[config.mk]
export PLATFORM = sky130hd
export DESIGN_NAME = periph_subsystem
export DESIGN_NICKNAME = d
export VERILOG_FILES = /design/src/design/periph_pkg.sv /design/src/design/apb_slot_decode.sv /design/src/design/apb_timer_unit.sv /design/src/design/irq_controller.sv /design/src/design/periph_subsystem.sv
export SDC_FILE = /design/constraint.sdc
export NUM_CORES = 1
export LEC_CHECK = 0
export BUFFER_PORTS_ARGS = -buffer_cell sky130_fd_sc_hd__buf_2
export CAP_MARGIN = 20
export CORE_MARGIN = 1.5
export CORE_UTILIZATION = 45
export DETAILED_ROUTE_END_ITERATION = 16
export PLACE_DENSITY_LB_ADDON = 0.25
export SLEW_MARGIN = 10
export SYNTH_ARGS = -nofsm -noshare
export SYNTH_HDL_FRONTEND = slang
export SYNTH_SLANG_ARGS = --single-unit
[constraint.sdc]
create_clock -name clk_i -period 9.6 [get_ports clk_i]
set_clock_uncertainty 0.05 [all_clocks]
set_input_delay 0.48 -clock clk_i [delete_from_list [all_inputs] [get_ports clk_i]]
set_output_delay 0.48 -clock clk_i [all_outputs]
set_load 0.005 [all_outputs]
[src/design/periph_pkg.sv]
package periph_pkg;

    // ----------------------------------------------------------------------
    // Bus
    // ----------------------------------------------------------------------
    localparam int addr_width = 16;
    localparam int data_width = 32;

    // ----------------------------------------------------------------------
    // Address map, slot field is paddr[15:12]
    // ----------------------------------------------------------------------
    localparam int slot_lsb   = 12;
    localparam int slot_width = addr_width - slot_lsb;

    localparam logic [slot_width-1:0] slot_plic  = slot_width'(0);
    localparam logic [slot_width-1:0] slot_timer = slot_width'(1);
    localparam logic [slot_width-1:0] slot_spi   = slot_width'(2);
    localparam logic [slot_width-1:0] slot_eth   = slot_width'(3);

    // Read word of an absent slot
    localparam logic [data_width-1:0] err_rdata = 32'hdeadbeef;

    // ----------------------------------------------------------------------
    // Interrupts
    // ----------------------------------------------------------------------
    localparam int num_sources  = 4;
    localparam int num_targets  = 2;
    localparam int num_timers   = 2;
    localparam int num_ext_irqs = num_sources - num_timers;
    localparam int max_priority = 7;
    localparam int prio_width   = $clog2(max_priority + 1);
    localparam int id_width     = $clog2(num_sources + 1);

    // PLIC register offsets inside its slot
    localparam logic [slot_lsb-1:0] plic_pending_off = 12'h080;
    localparam logic [slot_lsb-1:0] plic_enable_off  = 12'h100;
    localparam logic [slot_lsb-1:0] plic_target_off  = 12'h200;

    // Timer, one 0x10 byte block per channel
    localparam int timer_blk_lsb = 4;
    localparam logic [timer_blk_lsb-1:0] timer_cnt_off  = 4'h0;
    localparam logic [timer_blk_lsb-1:0] timer_cmp_off  = 4'h4;
    localparam logic [timer_blk_lsb-1:0] timer_ctrl_off = 4'h8;
    localparam logic [timer_blk_lsb-1:0] timer_stat_off = 4'hc;

endpackage

[src/design/apb_slot_decode.sv]
`timescale 1ns/100ps

module apb_slot_decode import periph_pkg::*; (
    input  logic                  psel_i,
    input  logic                  penable_i,
    input  logic                  pwrite_i,
    input  logic [addr_width-1:0] paddr_i,
    input  logic [data_width-1:0] plic_rdata_i,
    input  logic [data_width-1:0] timer_rdata_i,
    output logic                  sel_plic_o,
    output logic                  sel_timer_o,
    output logic [data_width-1:0] prdata_o,
    output logic                  pready_o,
    output logic                  pslverr_o
);

    logic [slot_width-1:0] slot;
    logic                  access;
    logic                  slot_absent;
    logic [data_width-1:0] slot_rdata;

    assign slot   = paddr_i[addr_width-1:slot_lsb];
    assign access = psel_i & penable_i;

    always_comb begin
        slot_absent = 1'b0;
        slot_rdata  = err_rdata;
        case (slot)
            slot_plic:  slot_rdata = plic_rdata_i;
            slot_timer: slot_rdata = timer_rdata_i;
            // SPI and Ethernet are not built in
            slot_spi, slot_eth: slot_absent = 1'b1;
            default:    slot_absent = 1'b1;
        endcase
    end

    assign sel_plic_o  = psel_i && (slot == slot_plic);
    assign sel_timer_o = psel_i && (slot == slot_timer);

    // Zero wait states
    assign pready_o  = access;
    assign pslverr_o = access & slot_absent;

    // Read word only matters on reads
    assign prdata_o = pwrite_i ? '0 : slot_rdata;

endmodule

[src/design/apb_timer_unit.sv]
`timescale 1ns/100ps

module apb_timer_unit import periph_pkg::*; (
    input  logic                  clk_i,
    input  logic                  rst_i,
    input  logic                  sel_i,
    input  logic                  penable_i,
    input  logic                  pwrite_i,
    input  logic [addr_width-1:0] paddr_i,
    input  logic [data_width-1:0] pwdata_i,
    output logic [data_width-1:0] rdata_o,
    output logic [num_timers-1:0] irq_o
);

    logic [data_width-1:0]               count   [num_timers];
    logic [data_width-1:0]               compare [num_timers];
    logic [num_timers-1:0]               enable;
    logic [num_timers-1:0]               match;
    logic [slot_lsb-timer_blk_lsb-1:0]   blk;
    logic [timer_blk_lsb-1:0]            reg_off;
    logic                                wr_en;

    assign blk     = paddr_i[slot_lsb-1:timer_blk_lsb];
    assign reg_off = paddr_i[timer_blk_lsb-1:0];
    assign wr_en   = sel_i & penable_i & pwrite_i;

    // ----------------------------------------------------------------------
    // Counters and registers
    // ----------------------------------------------------------------------
    always_ff @(posedge clk_i) begin
        if (rst_i) begin
            for (int ch = 0; ch < num_timers; ch++) begin
                count[ch]   <= '0;
                compare[ch] <= '0;
            end
            enable <= '0;
            match  <= '0;
        end else begin
            for (int ch = 0; ch < num_timers; ch++) begin
                if (enable[ch]) begin
                    // Wrap on compare
                    if (count[ch] == compare[ch]) begin
                        count[ch] <= '0;
                        match[ch] <= 1'b1;
                    end else begin
                        count[ch] <= count[ch] + data_width'(1);
                    end
                end
                // Later assignments win over the count update
                if (wr_en && int'(blk) == ch) begin
                    case (reg_off)
                        timer_cnt_off:  count[ch]   <= pwdata_i;
                        timer_cmp_off:  compare[ch] <= pwdata_i;
                        timer_ctrl_off: enable[ch]  <= pwdata_i[0];
                        timer_stat_off: begin
                            if (pwdata_i[0]) begin
                                match[ch] <= 1'b0;
                            end
                        end
                        default: ;
                    endcase
                end
            end
        end
    end

    // ----------------------------------------------------------------------
    // Read path
    // ----------------------------------------------------------------------
    always_comb begin
        rdata_o = '0;
        for (int ch = 0; ch < num_timers; ch++) begin
            if (int'(blk) == ch) begin
                case (reg_off)
                    timer_cnt_off:  rdata_o = count[ch];
                    timer_cmp_off:  rdata_o = compare[ch];
                    timer_ctrl_off: rdata_o = data_width'(enable[ch]);
                    timer_stat_off: rdata_o = data_width'(match[ch]);
                    default:        rdata_o = '0;
                endcase
            end
        end
    end

    // Sticky flag is the interrupt level
    assign irq_o = match;

endmodule

[src/design/irq_controller.sv]
`timescale 1ns/100ps

module irq_controller import periph_pkg::*; (
    input  logic                   clk_i,
    input  logic                   rst_i,
    input  logic                   sel_i,
    input  logic                   penable_i,
    input  logic                   pwrite_i,
    input  logic [addr_width-1:0]  paddr_i,
    input  logic [data_width-1:0]  pwdata_i,
    input  logic [num_sources-1:0] irq_sources_i,
    output logic [data_width-1:0]  rdata_o,
    output logic [num_targets-1:0] eip_o
);

    // Per source state, IDs start at 1
    logic [prio_width-1:0] prio [1:num_sources];
    logic [num_sources:1]  pending;
    logic [num_sources:1]  in_flight;

    // Per target state
    logic [num_sources:1]  ie        [num_targets];
    logic [prio_width-1:0] threshold [num_targets];
    logic [id_width-1:0]   cand_id   [num_targets];
    logic [slot_lsb-1:0]   ie_addr   [num_targets];
    logic [slot_lsb-1:0]   thr_addr  [num_targets];
    logic [slot_lsb-1:0]   claim_addr [num_targets];

    logic [slot_lsb-1:0] offset;
    logic [id_width-1:0] done_id;
    logic                wr_en;
    logic                rd_en;
    logic                done_valid;

    assign offset     = paddr_i[slot_lsb-1:0];
    assign wr_en      = sel_i & penable_i & pwrite_i;
    assign rd_en      = sel_i & penable_i & ~pwrite_i;
    assign done_id    = pwdata_i[id_width-1:0];
    assign done_valid = (done_id != '0) && (int'(done_id) <= num_sources);

    always_comb begin
        for (int t = 0; t < num_targets; t++) begin
            ie_addr[t]    = plic_enable_off + slot_lsb'(4 * t);
            thr_addr[t]   = plic_target_off + slot_lsb'(16 * t);
            claim_addr[t] = plic_target_off + slot_lsb'(16 * t + 4);
        end
    end

    // ----------------------------------------------------------------------
    // Arbitration, strict compare keeps the lowest ID on a tie
    // ----------------------------------------------------------------------
    always_comb begin
        logic [prio_width-1:0] best;
        for (int t = 0; t < num_targets; t++) begin
            best       = threshold[t];
            cand_id[t] = '0;
            for (int i = 1; i <= num_sources; i++) begin
                if (pending[i] && ie[t][i] && prio[i] > best) begin
                    best       = prio[i];
                    cand_id[t] = id_width'(i);
                end
            end
            eip_o[t] = (cand_id[t] != '0);
        end
    end

    // ----------------------------------------------------------------------
    // Gateways and registers
    // ----------------------------------------------------------------------
    always_ff @(posedge clk_i) begin
        if (rst_i) begin
            for (int i = 1; i <= num_sources; i++) begin
                prio[i] <= '0;
            end
            for (int t = 0; t < num_targets; t++) begin
                ie[t]        <= '0;
                threshold[t] <= '0;
            end
            pending   <= '0;
            in_flight <= '0;
        end else begin
            for (int i = 1; i <= num_sources; i++) begin
                // Level gateway, one request per claim/complete round
                if (irq_sources_i[i-1] && !pending[i] && !in_flight[i]) begin
                    pending[i] <= 1'b1;
                end
                if (wr_en && offset == slot_lsb'(4 * i)) begin
                    prio[i] <= pwdata_i[prio_width-1:0];
                end
            end
            for (int t = 0; t < num_targets; t++) begin
                if (rd_en && offset == claim_addr[t] && cand_id[t] != '0) begin
                    pending[cand_id[t]]   <= 1'b0;
                    in_flight[cand_id[t]] <= 1'b1;
                end
                if (wr_en && offset == ie_addr[t]) begin
                    ie[t] <= pwdata_i[num_sources:1];
                end
                if (wr_en && offset == thr_addr[t]) begin
                    threshold[t] <= pwdata_i[prio_width-1:0];
                end
                if (wr_en && offset == claim_addr[t] && done_valid) begin
                    in_flight[done_id] <= 1'b0;
                end
            end
        end
    end

    // ----------------------------------------------------------------------
    // Read path
    // ----------------------------------------------------------------------
    always_comb begin
        rdata_o = '0;
        if (offset == plic_pending_off) begin
            rdata_o = data_width'({pending, 1'b0});
        end
        for (int i = 1; i <= num_sources; i++) begin
            if (offset == slot_lsb'(4 * i)) begin
                rdata_o = data_width'(prio[i]);
            end
        end
        for (int t = 0; t < num_targets; t++) begin
            if (offset == ie_addr[t]) begin
                rdata_o = data_width'({ie[t], 1'b0});
            end
            if (offset == thr_addr[t]) begin
                rdata_o = data_width'(threshold[t]);
            end
            // Claim returns the current winner
            if (offset == claim_addr[t]) begin
                rdata_o = data_width'(cand_id[t]);
            end
        end
    end

endmodule

[src/design/periph_subsystem.sv]
`timescale 1ns/100ps

module periph_subsystem import periph_pkg::*; (
    input  logic                    clk_i,
    input  logic                    rst_i,
    input  logic                    psel_i,
    input  logic                    penable_i,
    input  logic                    pwrite_i,
    input  logic [addr_width-1:0]   paddr_i,
    input  logic [data_width-1:0]   pwdata_i,
    input  logic [num_ext_irqs-1:0] ext_irq_i,
    output logic [data_width-1:0]   prdata_o,
    output logic                    pready_o,
    output logic                    pslverr_o,
    output logic [num_targets-1:0]  eip_o
);

    logic                  sel_plic;
    logic                  sel_timer;
    logic [data_width-1:0] plic_rdata;
    logic [data_width-1:0] timer_rdata;
    logic [num_timers-1:0] timer_irq;

    // ----------------------------------------------------------------------
    // Slot decode and error response
    // ----------------------------------------------------------------------
    apb_slot_decode i_slot_decode (
        .psel_i        ( psel_i      ),
        .penable_i     ( penable_i   ),
        .pwrite_i      ( pwrite_i    ),
        .paddr_i       ( paddr_i     ),
        .plic_rdata_i  ( plic_rdata  ),
        .timer_rdata_i ( timer_rdata ),
        .sel_plic_o    ( sel_plic    ),
        .sel_timer_o   ( sel_timer   ),
        .prdata_o      ( prdata_o    ),
        .pready_o      ( pready_o    ),
        .pslverr_o     ( pslverr_o   )
    );

    // ----------------------------------------------------------------------
    // Timer
    // ----------------------------------------------------------------------
    apb_timer_unit i_timer (
        .clk_i     ( clk_i       ),
        .rst_i     ( rst_i       ),
        .sel_i     ( sel_timer   ),
        .penable_i ( penable_i   ),
        .pwrite_i  ( pwrite_i    ),
        .paddr_i   ( paddr_i     ),
        .pwdata_i  ( pwdata_i    ),
        .rdata_o   ( timer_rdata ),
        .irq_o     ( timer_irq   )
    );

    // ----------------------------------------------------------------------
    // PLIC, IDs 1-2 external lines, IDs 3-4 timer channels
    // ----------------------------------------------------------------------
    irq_controller i_plic (
        .clk_i         ( clk_i                  ),
        .rst_i         ( rst_i                  ),
        .sel_i         ( sel_plic               ),
        .penable_i     ( penable_i              ),
        .pwrite_i      ( pwrite_i               ),
        .paddr_i       ( paddr_i                ),
        .pwdata_i      ( pwdata_i               ),
        .irq_sources_i ( {timer_irq, ext_irq_i} ),
        .rdata_o       ( plic_rdata             ),
        .eip_o         ( eip_o                  )
    );

endmodule

* Yosys cells after proc, flatten, opt, wreduce, memory -nomap -nowiden
Memories as Yosys holds them, arrays and structs flattened. Cells that the tools add are included.
Storage, ports and cells: logic and storage cells 281, bits in writable memories 154, bits in registers 12, memories kept 5, input bits 55
Memory list:
- i_timer.compare | depth 2, bits a word 32, rd ports 2, clocked after Yosys merged registers in 0, write ports 2, line apb_timer_unit.sv:16 | logic [data_width-1:0] compare [num_timers];
- i_timer.count | depth 2, bits a word 32, rd ports 2, clocked after Yosys merged registers in 0, write ports 2, line apb_timer_unit.sv:15 | logic [data_width-1:0] count [num_timers];
- i_plic.prio | depth 4, bits a word 3, rd ports 4, clocked after Yosys merged registers in 0, write ports 4, line irq_controller.sv:17 | logic [prio_width-1:0] prio [1:num_sources];
- i_plic.ie | depth 2, bits a word 4, rd ports 2, clocked after Yosys merged registers in 0, write ports 2, line irq_controller.sv:22 | logic [num_sources:1] ie [num_targets];
- i_plic.threshold | depth 2, bits a word 3, rd ports 2, clocked after Yosys merged registers in 0, write ports 2, line irq_controller.sv:23 | logic [prio_width-1:0] threshold [num_targets];
Operators by class: reduce and logical (&&, ||, !) cells 65, bitwise logic cells 33, $add $sub $neg 2, magnitude comparators 15, eq/ne operators 18, mux-type cells 138
Operators with widths (count):
- 32-bit two-way mux | 11
- 32-bit one-hot mux with 4 select lines | 2
- 1-bit two-way mux | 80
- 32-bit by 1-bit adder with 32-bit output, second input constant | 2
- 32-bit equality test | 2
- 32-bit one-hot mux with 2 select lines | 1
- 5-bit two-way mux | 11
- 12-bit by 10-bit equality test with 1-bit output, second input constant | 4
- 1-bit logical AND | 48
- 4-bit two-way mux | 12
- 3-bit two-way mux | 14
- 12-bit by 4-bit equality test with 1-bit output, second input constant | 2
- 12-bit by 9-bit equality test with 1-bit output, second input constant | 2
- 3-bit greater-than comparator | 8
- 4-bit bitwise AND | 4
- 1-bit bitwise OR | 16
- 12-bit by 3-bit equality test with 1-bit output, second input constant | 1
- 12-bit by 5-bit equality test with 1-bit output, second input constant | 1
- 12-bit by 8-bit equality test with 1-bit output, second input constant | 1
- 3-bit by 4-bit < comparator with 1-bit output, second input constant | 3
- 4-bit NOT | 3
- 1-bit demux with 3-bit select | 3
- 3-bit by 1-bit greater-or-equal comparator with 1-bit output, second input constant | 3
- 3-bit nonzero test | 3
- 14 further kinds | 34

* Logic depth before layout (Yosys ltp)
An unclocked memory read counts as a cell.
word-level depth 28, gate-level depth with buffers 28, gate-level depth less buffers 28

* Hierarchy
From an unflattened synthesis, not the netlist that was laid out.
Second synthesis, totals: cell total of the unflattened synthesis 1210, area, all modules 11797.6 um^2
By module, submodules not included:
- apb_timer_unit | seq. area each 3923.8 um^2, times used 1, area each 8067.7 um^2, cells each 765
- irq_controller | seq. area each 940.9 um^2, times used 1, area each 3140.5 um^2, cells each 365
- apb_slot_decode | seq. area each 0.0 um^2, times used 1, area each 589.3 um^2, cells each 80

* Worst setup path before layout
No wires, ideal clock.
path type register to output, start reg i_plic.prio[0][4] (netlist name), end out prdata_o[0], stages on the path, launching flop included 27, buffers on the path 0, data arrival time 5606 ps, path slack 3464 ps, cells stage by stage edfxtp_1 > ha_1 > nor2b_4 > o311a_4 > nand2_1 > o21ai_0 > ha_1 > nor2_1 > nor2_1 > o21ai_0 > a32o_1 > a32oi_4 > mux2_2 > ha_1 > nand3_1 > o21ai_0 > nor3_1 > inv_1 > mux2_4 > ha_1 > nor2b_1 > o21a_1 > o2111ai_1 > o21ai_0 > nand2b_1 > o311ai_1 > a221oi_1
RTL lines:
- end, declared | line periph_subsystem.sv:12 | output logic [data_width-1:0] prdata_o,

==> results_dict.tcl <==
set metrics [dict create \
    status "finished, final reports clean" \
    fmax_mhz 130 \
    overflow 0 \
    dpl.hpwl_um 24600 \
    cts.path.max_buffers 2 \
    p_leak_nw 3.88 \
    core_mm2 0.0228 \
    post_synth.cell_area_avg_um2 9.82 \
    cts_tree "built" \
    rsz0062_at_grt "no" \
    firstDrtPassIters 6 \
    synth_cell_types 69 \
    drtIter0Drc 902 \
    post_cts_buffers 0 \
    final_nets 1226 \
    fp.dieW_um 157 \
    rr_endpoint "i_plic.pending[2]" \
    pre_cts_ws_ns 2.33 \
    wl_per_cell_um 23.8 \
    synthCells 1080 \
    vias 9128 \
    clock-root-buffer "clkbuf_16" \
    viasPerCell 6.20 \
    drv_cap 0 \
    power-per-cell-area_mw_per_mm2 143 \
    htree_levels 4 \
    fin_area_mm2 0.0119 \
    reg2reg_depth 26 \
    drt_wl_total_um 35100 \
    timing.final.crit_share 0.803 \
    ctsHoldBuffers 0 \
    arrival_ns 7.18 \
    fp.dieArea_mm2 0.0245 \
    cp-start-kind "flip-flop" \
    slowest_stage "nor3_1" \
    insertion_delay_ns 0.44 \
    whs_endpoint "i_timer.count[0][21]" \
    synthesis.nets 1159 \
    final_cells 1473 \
    setup_ws_ns 1.89 \
    crit_path_max_fanout 7 \
    place_inst 1441 \
    die_h_um 157 \
    worstReg2RegStart "i_plic.prio[0][4]" \
    slew_headroom 0.260 \
    ys_warn_count 0 \
    hp-start "pwdata_i[21]" \
    synth-seq-cells 166 \
    drc 0 \
    first_global_vias 8907 \
    post-route-min-period_ns 7.71 \
    max_stage_delay_ns 0.53 \
    synth_flop_cell "edfxtp_1" \
    clock-sinks 166 \
    worstSetupPathType "reg2out" \
    ios 91 \
    io_buffers 90 \
    drive_above_1_share 0.149 \
    worst_pin_slew_ns 1.10 \
    netlist_area_mm2 0.0106 \
    cts.clk_slew.worst_paths_ns 0.08 \
    holdCritPathClass "in2reg" \
    fp-row-count 55 \
    n_antenna_cell 0 \
    setup_viol 0 \
    grt_pass1_wl_um 53000 \
    ys_async_sr_fraction 0 \
    hold_violations 0 \
    vdd_drop_max_mv 0.136 \
    yosysSeqAreaShare 0.459 \
    reg2reg_slack_ns 2.68 \
    ctsResizeCount 0 \
    numCtsBuffers 17 \
    hold_depth 3 \
    start_util 0.464 \
    synthToLayoutAreaGrowth_pct 12.6 \
    grt_max_degree 33 \
    synth_edf_count 154 \
    ant_nets 0 \
    antenna_found_initial 0 \
    slew_violations 0 \
    place_area_mm2 0.0114 \
    grt_use_total 0.293 \
    endpoint_kind "output pin" \
    tns_ns 0 \
    place_congestion 0.974 \
    critPathRequiredTime_ns 9.07 \
]
metal layers:
| metal | wire length [um] | part of all wire | GRT usage | up-vias |
|---|---|---|---|---|
| li1 | - | - | - | 4138 |
| met1 | 13700 | 0.39 | 0.374 | 4398 |
| met2 | 16900 | 0.48 | 0.489 | 498 |
| met3 | 2780 | 0.079 | 0.0346 | 94 |
| met4 | 1740 | 0.050 | 0.157 | 0 |
| met5 | 0 | 0 | 0 | - |
power breakdown:
part | total (mW) | internal (mW) | switching, mW
clock network | 0.683 | 0.348 | 0.334
logic | 0.173 | 0.0673 | 0.106
registers | 0.855 | 0.818 | 0.0366
worst max-delay path by stage:
stage / cells after the start / to / startpoint / slack (ns)
2_1_floorplan: 26 / prdata_o[0] / i_plic.prio[0][4] / 3.46
3_3_place_gp: 27 / prdata_o[0] / i_plic.prio[0][4] / 2.39
3_5_place_dp: 27 / prdata_o[0] / i_plic.prio[0][4] / 2.33
4_1_cts: 27 / prdata_o[0] / i_plic.prio[0][4] / 1.86
5_1_grt: 27 / prdata_o[0] / i_plic.prio[0][4] / 1.36
6_report: 27 / prdata_o[0] / i_plic.prio[0][4] / 1.89
sequential cells by signal, summed over array words and instances (netlist names):
register,count
i_plic.prio,12
i_plic.threshold,6
i_plic.in_flight,4
i_plic.ie,8
i_timer.compare,64
i_timer.irq_o,2
i_plic.pending,4
i_timer.enable,2
i_timer.count,64
layout by cell type (no fill, tap or decap), drive strengths merged, types with 5 or more instances in the layout:
cell type    n
clkbuf      17
nand3       44
a21oi       29
nand2      138
xnor2       81
nor2        70
nand2b       8
nor3        19
a22oi       55
nor4        10
and2        43
nand4       36
dfxtp       12
o21a         5
buf        104
clkinv       7
o21bai       8
o21ai       82
xor2        43
inv         33
a31oi       31
and4         9
and3        12
edfxtp     154
ha          24
nor4b        5
nor2b       12
mux2i        9
mux2         7
layout make-up:
type	count	area [um^2]
tap	313	392
fill	2157	10900
inverter	26	97.6
multi-input combinational	832	5450
timing repair buffer	104	556
clock buffer	17	425
clock inverter	15	160
sequential	166	4860
synthesized netlist by cell type (8+ instances only):
cell type	n	share of area
nand2b_1	8	0.0047
a22oi_1	55	0.039
nand4_1	36	0.021
xnor2_1	81	0.067
clkbuf_1	31	0.011
ha_1	24	0.028
o21bai_1	8	0.0057
nor2_1	66	0.023
mux2i_1	9	0.0085
dfxtp_1	12	0.023
and2_1	42	0.025
a21oi_1	29	0.014
edfxtp_1	154	0.44
and4_1	9	0.0074
nor2b_1	11	0.0065
inv_1	26	0.0092
a31oi_1	31	0.018
and3_1	12	0.0071
nand3_1	43	0.020
nor3_1	16	0.0076
nand2_1	137	0.048
o21ai_0	77	0.036
buf_2	17	0.0080
xor2_1	43	0.036
critical path, delay by kind of cell, from the launching register on:
family	cells	cell delay [ns]
AOI/OAI and AO/OA	11	2.41
muxes	2	0.77
and+or+nand+nor	8	1.36
DFF	1	0.51
adders and majority gates	4	1.25
buffers and inverters	2	0.46
cell families (layout without fill, tap and decap cells):
kind of cell	count (synthesis)	in the layout	share of synthesized area
adder cells (fa/ha/maj)	24	24	0.0283
XOR/XNOR	124	124	0.102
buffers and inverters	82	162	0.0324
AND/OR/NAND/NOR	415	415	0.202
multiplexers	19	19	0.0227
AO/OA/AOI/OAI	250	250	0.154
flip-flops	166	166	0.459
per-stage QoR:
step | hold WS (ns) | util | power (mW)
final | 0.297 | 0.523 | 1.71
after global routing | 0.308 | 0.523 | 1.76
after CTS | 0.288 | 0.523 | 1.71
after detailed placement | 0.408 | 0.497 | 1.04
after global placement | 0.401 | 0.497 | 1.04
after floorplan | 0.391 | - | 0.959
(Power assumes the default switching activity.)
